`src/design/cam_pkg.sv`:
```
package cam_pkg;

  // active picture, kept tiny for short simulations
  localparam int FRAME_W = 32;
  localparam int FRAME_H = 24;
  localparam int PIXELS  = FRAME_W * FRAME_H;
  localparam int ADDR_W  = 10;

  // scan period in clocks per line and lines per frame
  localparam int H_TOTAL = 40;
  localparam int V_TOTAL = 28;
  localparam int H_CNT_W = $clog2(H_TOTAL);
  localparam int V_CNT_W = $clog2(V_TOTAL);

  // sync pulse placement, both active low
  localparam int H_SYNC_START = 34;
  localparam int H_SYNC_LEN   = 2;
  localparam int V_SYNC_START = 25;
  localparam int V_SYNC_LEN   = 1;

  // first column of the centre third and of the right third
  localparam int THIRD_1 = 11;
  localparam int THIRD_2 = 22;

  // orange window on the expanded 8-bit channels
  localparam logic [7:0] ORANGE_R_MIN = 8'hC0;
  localparam logic [7:0] ORANGE_G_MIN = 8'h40;
  localparam logic [7:0] ORANGE_G_MAX = 8'hA0;
  localparam logic [7:0] ORANGE_B_MAX = 8'h50;

  // fewest orange pixels per frame that count as a target
  localparam int MIN_COUNT = 8;
  localparam int CNT_W     = 10;

  // camera pixel as stored in the frame buffer
  typedef struct packed {
    logic [3:0] r;
    logic [3:0] g;
    logic [3:0] b;
  } pix444_t;

  // colour on the vga pins
  typedef struct packed {
    logic [7:0] r;
    logic [7:0] g;
    logic [7:0] b;
  } rgb888_t;

  // magenta overlay for marked pixels
  localparam rgb888_t MARK_COLOR = '{r: 8'hFF, g: 8'h00, b: 8'hFF};

  // scan state that rides along with each pixel
  typedef struct packed {
    logic       hsync_n;
    logic       vsync_n;
    logic       active;
    logic [4:0] x;
  } video_ctl_t;

  // blanked, no sync pulse
  localparam video_ctl_t CTL_IDLE = '{hsync_n: 1'b1, vsync_n: 1'b1, active: 1'b0, x: 5'd0};

  typedef enum logic [1:0] {
    DIR_NONE,
    DIR_LEFT,
    DIR_CENTER,
    DIR_RIGHT
  } dir_t;

endpackage
```
`src/design/classification.sv`:
```
`timescale 1ns/1ps

module classification (
  input  logic                 clk,
  input  logic                 rst_n,
  input  logic                 is_orange,
  input  cam_pkg::video_ctl_t  vga_ctl,
  output cam_pkg::dir_t        direction,
  output logic                 orange_detected
);

  import cam_pkg::*;

  // orange pixel counts per column third
  logic [CNT_W-1:0] cnt_l;
  logic [CNT_W-1:0] cnt_c;
  logic [CNT_W-1:0] cnt_r;
  logic [CNT_W+1:0] total;
  // previous vsync level for edge detection
  logic             vsync_q;
  logic             frame_end;

  assign total = (CNT_W + 2)'(cnt_l) + (CNT_W + 2)'(cnt_c) + (CNT_W + 2)'(cnt_r);

  // falling vsync closes the frame just shown
  assign frame_end = vsync_q && !vga_ctl.vsync_n;

  always_ff @(posedge clk or negedge rst_n) begin
    if (!rst_n) begin
      vsync_q         <= 1'b1;
      cnt_l           <= '0;
      cnt_c           <= '0;
      cnt_r           <= '0;
      direction       <= DIR_NONE;
      orange_detected <= 1'b0;
    end else begin
      vsync_q <= vga_ctl.vsync_n;
      if (frame_end) begin
        // decide on the finished frame, then start over
        if (total < (CNT_W + 2)'(MIN_COUNT)) begin
          direction       <= DIR_NONE;
          orange_detected <= 1'b0;
        end else begin
          orange_detected <= 1'b1;
          // centre wins ties, then left over right
          if ((cnt_c >= cnt_l) && (cnt_c >= cnt_r)) begin
            direction <= DIR_CENTER;
          end else if (cnt_l >= cnt_r) begin
            direction <= DIR_LEFT;
          end else begin
            direction <= DIR_RIGHT;
          end
        end
        cnt_l <= '0;
        cnt_c <= '0;
        cnt_r <= '0;
      end else if (is_orange) begin
        // bin by column
        if (vga_ctl.x < 5'(THIRD_1)) begin
          cnt_l <= cnt_l + 1'b1;
        end else if (vga_ctl.x < 5'(THIRD_2)) begin
          cnt_c <= cnt_c + 1'b1;
        end else begin
          cnt_r <= cnt_r + 1'b1;
        end
      end
    end
  end

  // the flag and the direction never disagree about a target
  a_dir_flag: assert property (@(posedge clk) disable iff (!rst_n)
    (direction == DIR_NONE) == !orange_detected)
    else $error("direction and orange_detected disagree");

endmodule

```
`config.mk`:
```
export PLATFORM = sky130hd
export DESIGN_NAME = classification
export DESIGN_NICKNAME = d
export VERILOG_FILES = /design/src/design/cam_pkg.sv /design/src/design/classification.sv
export SDC_FILE = /design/constraint.sdc
export NUM_CORES = 1
export LEC_CHECK = 0
export ABC_AREA = 1
export BUFFER_PORTS_ARGS = -buffer_cell sky130_fd_sc_hd__buf_2
export CAP_MARGIN = 20
export CORE_MARGIN = 1.5
export CORE_UTILIZATION = 57
export DETAILED_ROUTE_END_ITERATION = 6
export PLACE_DENSITY_LB_ADDON = 0.1
export SETUP_SLACK_MARGIN = 0.4
export SYNTH_ARGS = -nofsm -noshare
export SYNTH_HDL_FRONTEND = slang
export SYNTH_SLANG_ARGS = --single-unit
```
`constraint.sdc`:
```
create_clock -name clk -period 2.3 [get_ports clk]
set_input_delay 0.115 -clock clk [delete_from_list [all_inputs] [get_ports clk]]
set_output_delay 0.115 -clock clk [all_outputs]
set_load 0.1 [all_outputs]
```
* Yosys cells after proc, flatten, opt, wreduce, memory -nomap -nowiden
Cells that the tools add are included.
** Storage, ports and cells
- Register bits after elaboration :: 34
- Word-level logic and storage cells :: 43
** Operators by class
- Add/sub/neg operators :: 5
- Order comparisons :: 6
- Equal/unequal tests :: 2
- Muxes and demuxes :: 15
- Reduce and logical (&&, ||, !) cells :: 9
** Operators by type and width (number)
- two-way mux 10 bit :: 11
- adder 10 x 1 -> 10 bit (second input constant) :: 3
- greater-or-equal comparator 10 bit :: 3
- adder 11 x 10 -> 12 bit :: 1
- less-than comparator 12 x 4 -> 1 bit (second input constant) :: 1
- adder 10 x 10 -> 11 bit :: 1
- two-way mux 2 bit :: 3
- AND reduction 3 bit :: 2
- nonzero test 2 bit :: 3
- less-than comparator 5 x 4 -> 1 bit (second input constant) :: 1
- less-than comparator 5 bit (second input constant) :: 1
- != test 2 bit (second input constant) :: 2
- logical AND 1 bit :: 2
- AND reduction 2 bit :: 1
- logical NOT 1 bit :: 1
- two-way mux 1 bit :: 1

* Logic depth before layout (Yosys ltp)
Gate-level depths: netlist of the first run.
- Depth after elaboration :: 5
- Mapped depth :: 17
- Depth with buffers taken out :: 17

* Worst setup path after synthesis of the first run
No wires, ideal clock.
- Path kind :: register to register
- From :: reg cnt_l[3]
- To :: reg direction[0]
- Data arrival time :: 2.175 ns
- Setup slack :: 0.005 ns
- Stages on the path, launching flop included :: 15
- Path buffers :: 0
- Clock period less this slack :: 2.295 ns
- Path through :: dfrtp_1 fa_1 ha_1 a21oi_1 o21ai_1 inv_1 nand2_1 nand2_1 nand2_1 nand2_1 nand2_1 nor2_1 nand3_1 nand3_1 nand2_1
** Between the ends
- Word-level cells in the longest chain between the ends :: 4
- Elaborated cells between the ends (all ways) :: 7
- Classes of those cells :: add/sub: 2; order compare: 2; mux: 2; reduce/logical: 1
** Ends and longest elaborated chain
- from (decl) :: RTL line classification.sv:15 : logic [CNT_W-1:0] cnt_l;
- from (signal assigned) :: RTL line classification.sv:60 : cnt_l <= cnt_l + 1'b1;
- adder 10 x 10 -> 11 bit / greater-or-equal comparator 10 bit (equally long branches) :: RTL line classification.sv:23, classification.sv:46
- adder 11 x 10 -> 12 bit / logical AND 1 bit (equally long branches) :: RTL line classification.sv:23, classification.sv:46
- less-than comparator 12 x 4 -> 1 bit / two-way mux 2 bit (equally long branches) :: RTL line classification.sv:40, classification.sv:46
- two-way mux 2 bit (*) :: RTL line classification.sv:40 : if (total < (CNT_W + 2)'(MIN_COUNT)) begin
- to (signal assigned) :: RTL line classification.sv:41 : direction <= DIR_NONE;
- to (signal assigned) :: RTL line classification.sv:47 : direction <= DIR_CENTER;
- to (signal assigned) :: RTL line classification.sv:49 : direction <= DIR_LEFT;
- to (decl) :: RTL line classification.sv:8 : output cam_pkg::dir_t direction,
Mark *: on every way between the ends. The rest lies on a longest branch, timed or not.
A chain may end at the register's enable or synchronous reset.

* Worst setup path in the final report of the first run
- From :: reg cnt_c[4]
- To :: reg direction[1]
** Between the ends
- Word-level cells in the longest chain between the ends :: 4
- Elaborated cells between the ends (all ways) :: 8
- Classes of those cells :: add/sub: 2; order compare: 3; mux: 2; reduce/logical: 1
** Ends and longest elaborated chain
- from (decl) :: RTL line classification.sv:16 : logic [CNT_W-1:0] cnt_c;
- from (signal assigned) :: RTL line classification.sv:62 : cnt_c <= cnt_c + 1'b1;
- adder 10 x 10 -> 11 bit / greater-or-equal comparator 10 bit (equally long branches) :: RTL line classification.sv:23, classification.sv:46
- adder 11 x 10 -> 12 bit / logical AND 1 bit (equally long branches) :: RTL line classification.sv:23, classification.sv:46
- less-than comparator 12 x 4 -> 1 bit / two-way mux 2 bit (equally long branches) :: RTL line classification.sv:40, classification.sv:46
- two-way mux 2 bit (*) :: RTL line classification.sv:40
Marks and branches as above.

==> summary.log, run 1 <==
[floorplanning] Initial Util 60.50%
[global_routing] number of global-route vias before repair 3,106
[clocking] clock latency on the worst-skew pair 290 ps
[run] max cap viols 0
[timing] setup repair after global routing missed its margin true
[timing] Least-Margin Pin Slew 769.5 ps
[floorplanning] overall die area 0.005980 mm2
[routing] wire length on met1 3437 um
[floorplanning] die outline height 77.33 um
[worst_setup_path] required time of the critical path 2480 ps
[hold_path] hold path depth 3
[worst_setup_path] category of the critical setup timing path flip-flop to flip-flop
[routing] number of iterations in the first detailed-routing pass 4
[routing] wire per inst 14.53 um
[worst_setup_path] endpoint kind of the worst setup timing path flip-flop
[clocking] sink count of the clock tree 34
[routing] Detail Route Antenna Nets 0
[routing] met3 wirelength from detailed routing 302 um
[cells_and_area] commonest non-fill, non-tap cells in the layout 94 x nand2_1, 62 x inv_1, 40 x buf_4
[power_and_ir_drop] P_leak 2.016 nW
[timing] final worst setup slack -101.2 ps
[routing] DRC marker count from the first detailed-route iteration 157
[power_and_ir_drop] share of power burned in the clock network 18.2%
[floorplanning] count of boundary I/O pins 14
[worst_setup_path] largest fanout on the critical path 3
[clocking] Max clock buf depth 2
[clocking] cell at the root of the clock tree clkbuf_8
[global_routing] total global routing track utilization 29.80%
[floorplanning] placeable core area 0.005205 mm2
[routing] vias post-DR 3,073
[outcome] result of the run finished with violations
[hold_path] worst min path class input pin to flip-flop
[timing] number of setup violations in the final report 3
[global_routing] first-pass GRT wire length 13,940 um
[place] number of instances in the placed design 542
[yosys] number of nets in the synthesized netlist 488
[worst_setup_path] Worst Reg-to-Reg Cells 13
[floorplanning] Cell Rows 26
[yosys] post-synthesis sequential element count 34
[yosys] Primary FF master, synth dfrtp_1
[timing] Final Skew 4.458 ps
[clocking] Reg clk slew, reported paths 70 ps
[power_and_ir_drop] total design power 2.523 mW
[timing] Hold Fails Final Rpt 0
[power_and_ir_drop] power density over the cells 645.7 mW/mm2
[power_and_ir_drop] Switching Power 1.111 mW
[global_routing] Congestion Overflow GR 0
[routing] Highest Signal Layer met4
[timing] Max Clock Freq 416.5 MHz
[timing] part of the cycle the worst path needs 104.4%
[power_and_ir_drop] proportion of total power due to net switching 44.04%
[power_and_ir_drop] combinational cell fraction of total power 53.1%
[power_and_ir_drop] largest vdd supply drop 0.4951 mV
[timing] relative max-transition margin 48.70%
[cells_and_area] antenna diode instance count 0
[cells_and_area] final net count 544
[place] input/output buffers 11
[cells_and_area] area added between synthesis and finish 24.08%
[cells_and_area] share of post-route cells with drive strength above 1 22.98%
[cells_and_area] Core Util, Final 75.07%
[yosys] Unique masters post-synth 37
[yosys] number of synthesized flops with an enable pin 0
[yosys] average instance area after synthesis 7.393 um2
[place] final HPWL from detailed placement 6313 um
[worst_setup_path] element type at the critical path start flip-flop
[clocking] TritonCTS clock tree built
[power_and_ir_drop] Cell Int Power 1.412 mW
[floorplanning] chip width 77.33 um
[place] pre-CTS setup slack -148.7 ps
[worst_setup_path] worst path arrival time 2580 ps
[yosys] count of mapped cells out of synthesis 426
[global_routing] antenna violations before repair 0
[power_and_ir_drop] fraction of power consumed by sequential logic 28.7%
[yosys] number of warnings issued by yosys 0
[place] cell area after placement 0.003591 mm2
[cells_and_area] Layout Cell Area excl Fill 0.003908 mm2
[cells_and_area] commonest non-fill, non-tap cell in the layout nand2_1
[yosys] portion of the post-synthesis area used by sequential elements 27.06%
[cells_and_area] final non-filler cell total 553
[routing] DRC violations left 0
[yosys] async set-or-reset flop fraction in the synthesized netlist 100.0%
[yosys] post-synthesis instance area 0.003149 mm2
[clocking] number of CTS-inserted buffers 5
[timing] Max Slew Vio Count 0
[timing] final period demand of the worst path 2401 ps
[routing] Detail Route met2 WL 4085 um
[global_routing] maximum number of pins on one net before global-route repair 35
[routing] vias per inst 5.557
[clocking] number of H-tree branching levels 2
[place] final weighted congestion in routability-driven placement 0.9252
[outcome] violated checks setup timing
[routing] final wirelength 8037 um
path summary, 6_finish.rpt:
path                              start      endpoint  slack (ps)
max                            cnt_c[4]  direction[1]        -100
min                           is_orange      cnt_c[8]         210
max reg2reg                    cnt_c[4]  direction[1]        -100
min reg2reg                direction[1]  direction[1]         480
max in group asynchronous         rst_n      cnt_c[3]        1320
min in group asynchronous         rst_n      cnt_c[1]         460
worst max-delay path, cell delays in order, from the launching register on:
cell	delay [ps]
dfrtp_1	430
fa_1	520
ha_4	300
nand2_1	90
o21ai_2	180
inv_1	70
nand2_1	80
nand2_1	50
nand2_1	70
nand3_2	90
nor2_4	140
nand3_4	130
nand3_2	100
nand2_1	50
routing by layer:
layer,vias up,track usage (%)
met5,-,0
met4,0,10.91
met3,23,2.824
met2,63,54.47
li1,1517,-
met1,1470,36.21
kinds of logic after synthesis:
group	count (synthesis)	share of synthesized area [%]
compound gates	67	11.76
xor+xnor	2	0.5563
fa+ha+maj	51	22.41
buf+inv	70	8.701
flops	34	27.06
simple gates	202	29.52
sequential cells by signal (all words and copies together) (netlist names):
signal           cells
cnt_c               10
orange_detected      1
vsync_q              1
direction            2
cnt_r               10
cnt_l               10
metrics by stage:
stage                     hold slack [ps]  TNS [ps]
after global routing                214.0    -683.4
final                               209.1    -266.7
after detailed placement            232.7    -431.8
after CTS                           214.3    -152.7
after floorplan                    -180.6         0
after global placement              231.8    -309.9
cell usage after synthesis, types with 3 or more instances:
cell      number  area share [%]
fa_1           9             5.7
nand2_2        5            0.99
o21ai_0       20             3.2
o21ai_1        3            0.48
a21oi_1       31             4.9
nand3_2        3            0.95
nor3_1        12             1.9
nand2_1       99              12
inv_1         63             7.5
o211ai_1       3            0.72
nand3_1       27             4.3
nor2_1        36             4.3
nand4_1        7             1.4
dfrtp_1       33              26
ha_1          42              17
layout make-up:
type / count / area [um2]
multi-input cells: 322 / 2245
fillers: 420 / 1297
flip-flops and latches: 34 / 853.3
repair buffers: 53 / 375.4
inverters: 66 / 255.2
well taps: 70 / 87.58
clock buffers: 7 / 86.33
clock inverters: 1 / 5.005
what timing repair did:
action                                  4_1_cts  5_1_grt
hold buffers                                  2        0
gates resized for setup                      19       17
pin swaps                                    16        8
endpoints found under the hold margin        34        0
endpoints found under the setup margin        5        8
setup buffers                                 0        1
power by group through the flow:
stage / clock, mW / combinational [mW] / sequential (mW)
floorplan: 0 / 0.694 / 0.850
global placement: 0 / 1.15 / 0.730
detailed placement: 0 / 1.17 / 0.736
CTS: 0.465 / 1.27 / 0.724
global route: 0.491 / 1.49 / 0.732
finish: 0.459 / 1.34 / 0.724
Power figures use the tool's default switching activity.
==> run 2: changes to the inputs <==
ABC_AREA = 0   (was 1)
CORE_UTILIZATION = 56   (was 57)
==> run 2 against run 1 <==
- the run still ends with setup timing left
- clock power is 1% higher
- register-to-register slack worse by 160 ps
- critical endpoint unchanged
- combinational power is 64% lower
- clock skew hardly changed
- hold slack better by 23 ps
- utilization is 1.4 points lower
- flip-flop and latch count stayed put
- critical path type unchanged
- sequential power is 8.6% lower
- cell count is 21% lower
- highest routed layer unchanged
- non-clock buffer count is 9 higher
- global-route usage is 2.5 points lower
- die area is 6.4% lower
==> summary.log, run 2 <==
[yosys] portion of the post-synthesis area used by sequential elements 29.52%
[global_routing] first-pass GRT wire length 11,100 um
[power_and_ir_drop] combinational cell fraction of total power 29.7%
[place] final HPWL from detailed placement 5468 um
[clocking] Max clock buf depth 2
[cells_and_area] commonest non-fill, non-tap cell in the layout buf_4
[yosys] count of mapped cells out of synthesis 306
[routing] wire per inst 16.05 um
[timing] Least-Margin Pin Slew 805.5 ps
[timing] final worst setup slack -257.3 ps
[yosys] async set-or-reset flop fraction in the synthesized netlist 100.0%
[worst_setup_path] endpoint kind of the worst setup timing path flip-flop
[worst_setup_path] cell class contributing the biggest share of worst-path delay adder cells
[timing] Final Skew 4.827 ps
[routing] DRC marker count from the first detailed-route iteration 131
[outcome] violated checks setup timing
[worst_setup_path] library cell contributing the largest single delay on the critical path fa_1
[place] cell area after placement 0.003378 mm2
[power_and_ir_drop] share of power burned in the clock network 29.0%
[yosys] number of synthesized flops with an enable pin 0
[floorplanning] count of boundary I/O pins 14
[yosys] simple logic cell fraction of the synthesized area 15.00%
[yosys] adder-cell share of the synthesized area 24.45%
[cells_and_area] number of fillers in the final layout 354
[global_routing] Congestion Overflow GR 0
[yosys] mux share of post-synthesis cell area 0.6935%
[cells_and_area] commonest non-fill, non-tap cells in the layout 47 x buf_4, 41 x ha_1, 33 x dfrtp_1
[global_routing] met2 routing resource usage after global routing 44.25%
[global_routing] most congested layer reported by global routing met2
[cells_and_area] largest registers ranked by flip-flop count cnt_c x10, cnt_l x10, cnt_r x10
[yosys] number of nets in the synthesized netlist 368
[worst_setup_path] max incr delay on CP 580 ps
[floorplanning] overall die area 0.005594 mm2
[yosys] Primary FF master, synth dfrtp_1
[yosys] post-synthesis sequential element count 34
[timing] final period demand of the worst path 2557 ps
[global_routing] number of global-route vias before repair 2,362
[power_and_ir_drop] Cell Int Power 1.055 mW
[global_routing] total global routing track utilization 27.31%
[clocking] number of H-tree branching levels 2
[yosys] post-synthesis instance area 0.002887 mm2
[worst_setup_path] register-to-register setup slack -260 ps
[timing] worst hold-check slack 231.7 ps
[routing] DRC violations left 0
[routing] Detail Route Antenna Nets 0
[global_routing] met3 global-route usage 4.150%
[global_routing] maximum number of pins on one net before global-route repair 35
[clocking] clock latency on the worst-skew pair 290 ps
[timing] Max Clock Freq 391.0 MHz
[worst_setup_path] category of the critical setup timing path flip-flop to flip-flop
[yosys] most frequently used cell type in the post-synthesis netlist ha_1
[yosys] largest family of logic cells by synthesized area adder cells
[timing] Max Slew Vio Count 0
[clocking] cell at the root of the clock tree clkbuf_8
[floorplanning] Initial Util 59.54%
[global_routing] met1 GRT Util 38.37%
[place] input/output buffers 11
[clocking] sink count of the clock tree 34
[yosys] number of warnings issued by yosys 0
[place] final weighted congestion in routability-driven placement 0.8732
[power_and_ir_drop] proportion of total power due to net switching 34.14%
[routing] vias post-DR 2,469
[routing] vias per inst 5.650
[power_and_ir_drop] power density over the cells 448.7 mW/mm2
[cells_and_area] area added between synthesis and finish 23.67%
[yosys] XOR/XNOR Fraction of Synth Area 6.372%
[timing] setup repair after global routing missed its margin true
[floorplanning] chip width 74.80 um
[clocking] Reg clk slew, reported paths 70 ps
[yosys] portion of synthesized cell area occupied by the leading cell type 28.61%
[floorplanning] die outline height 74.80 um
[timing] part of the cycle the worst path needs 111.2%
[worst_setup_path] count of buffer and inverter cells on the critical path 1
[routing] number of iterations in the first detailed-routing pass 4
[power_and_ir_drop] largest vdd supply drop 0.3496 mV
[timing] number of setup violations in the final report 3
[worst_setup_path] largest fanout on the critical path 4
[outcome] result of the run finished with violations
[worst_setup_path] worst path arrival time 2730 ps
[cells_and_area] share of post-route cells with drive strength above 1 22.16%
[power_and_ir_drop] fraction of power consumed by sequential logic 41.3%
[clocking] TritonCTS clock tree built
[timing] Hold Fails Final Rpt 0
[worst_setup_path] required time of the critical path 2480 ps
[global_routing] antenna violations before repair 0
[power_and_ir_drop] P_leak 1.743 nW
[worst_setup_path] cell chain of the critical path fa_1, ha_4, and2_4, a311oi_4, buf_4, a32oi_2, mux2i_1, o2111ai_2, a21boi_2
[yosys] area leader, netlist dfrtp_1
[worst_setup_path] element type at the critical path start flip-flop
[run] max cap viols 0
[yosys] share of the synthesized area in compound gates (AO/OA/AOI/OAI) 19.42%
[yosys] leading post-synthesis cells by cell area dfrtp_1 29%, ha_1 18%, fa_1 6.2%, xnor2_1 4.6%, nor2_1 3.9%
[hold_path] worst min path class input pin to flip-flop
[cells_and_area] final net count 431
[power_and_ir_drop] Switching Power 0.5468 mW
[yosys] top cell types by occurrence after synthesis 42 x ha_1, 33 x dfrtp_1, 30 x nor2_1
[timing] relative max-transition margin 46.30%
[yosys] average instance area after synthesis 9.433 um2
[routing] final wirelength 7016 um
[cells_and_area] antenna diode instance count 0
[yosys] Unique masters post-synth 48
[cells_and_area] Layout Cell Area excl Fill 0.003570 mm2
[floorplanning] placeable core area 0.004848 mm2
[clocking] number of CTS-inserted buffers 5
[floorplanning] Cell Rows 25
-- run 2: cell count changes after synthesis, moves of 6 or more --
cell / delta
inv_1: -34
a21oi_1: -15
xnor2_1: +15
nand3_1: -18
nand2_1: -86
nor3_1: -6
or3_1: +7
nor2_1: -6
-- run 2: cells by family (layout without fill, tap and decap cells) --
| family | count (synthesis) | in the layout |
|---|---|---|
| simple gates | 87 | 87 |
| compound gates | 76 | 76 |
| fa+ha+maj | 51 | 51 |
| buf+inv | 35 | 99 |
| flops | 34 | 34 |
| xor+xnor | 21 | 21 |
| mux | 2 | 2 |
-- run 2: layer usage --
metal / vias to the layer above / part of all wire, %
met1: 1183 / 49
li1: 1233 / -
met2: 46 / 46
met4: 0 / 1.4
met3: 7 / 3.7
met5: - / 0
-- run 2: power by group through the flow --
| stage | Sequential (mW) | Combinational [mW] | Clock [mW] |
|---|---|---|---|
| 6_report | 0.662 | 0.476 | 0.464 |
| 3_3_place_gp | 0.671 | 0.445 | 0 |
| 4_1_cts | 0.661 | 0.473 | 0.473 |
| 5_1_grt | 0.667 | 0.516 | 0.485 |
| 2_1_floorplan | 0.772 | 0.201 | 0 |
| 3_5_place_dp | 0.673 | 0.457 | 0 |
-- run 2: final cells by class --
class | instances | area, um2 | area share (%)
flip-flops and latches | 34 | 852.1 | 23.87
clock buffers | 8 | 90.09 | 2.524
inverters | 29 | 108.9 | 3.049
well taps | 67 | 83.83 | 2.348
repair buffers | 62 | 459.2 | 12.86
multi-input cells | 237 | 1976 | 55.35
-- run 2: through the flow --
stage	total power, mW	util [%]	TNS, ps	setup slack, ps	std cells
after floorplan	0.9730	-	-717.3	-266.4	306
final	1.602	73.63	-663.3	-257.3	437
after CTS	1.607	73.47	-663.9	-257.4	437
after global placement	1.116	69.68	-796.0	-295.2	423
after detailed placement	1.129	69.68	-1082	-391.6	423
after global routing	1.667	73.63	-965.4	-361.6	437
-- run 2: what timing repair did --
item,CTS,global route
setup buffers,4,0
hold buffers,2,0
resized for setup,6,1
pin swaps,4,2
setup endpoints to repair,4,3
hold endpoints to repair,34,0
-- run 2: worst min-delay path, stage by stage --
cell	delay [ps]
buf_2	90
a21oi_1	60
o21ai_0	160
a21oi_1	70
-- run 2: final timing paths --
path | from | cells after the start | endpoint
max in group asynchronous | rst_n | 2 | cnt_c[5]
max | cnt_r[4] | 9 | direction[1]
max reg2reg | cnt_r[4] | 9 | direction[1]
min reg2reg | direction[0] | 1 | direction[0]
min in group asynchronous | rst_n | 2 | cnt_c[0]
min | vga_ctl[3] | 4 | cnt_r[1]
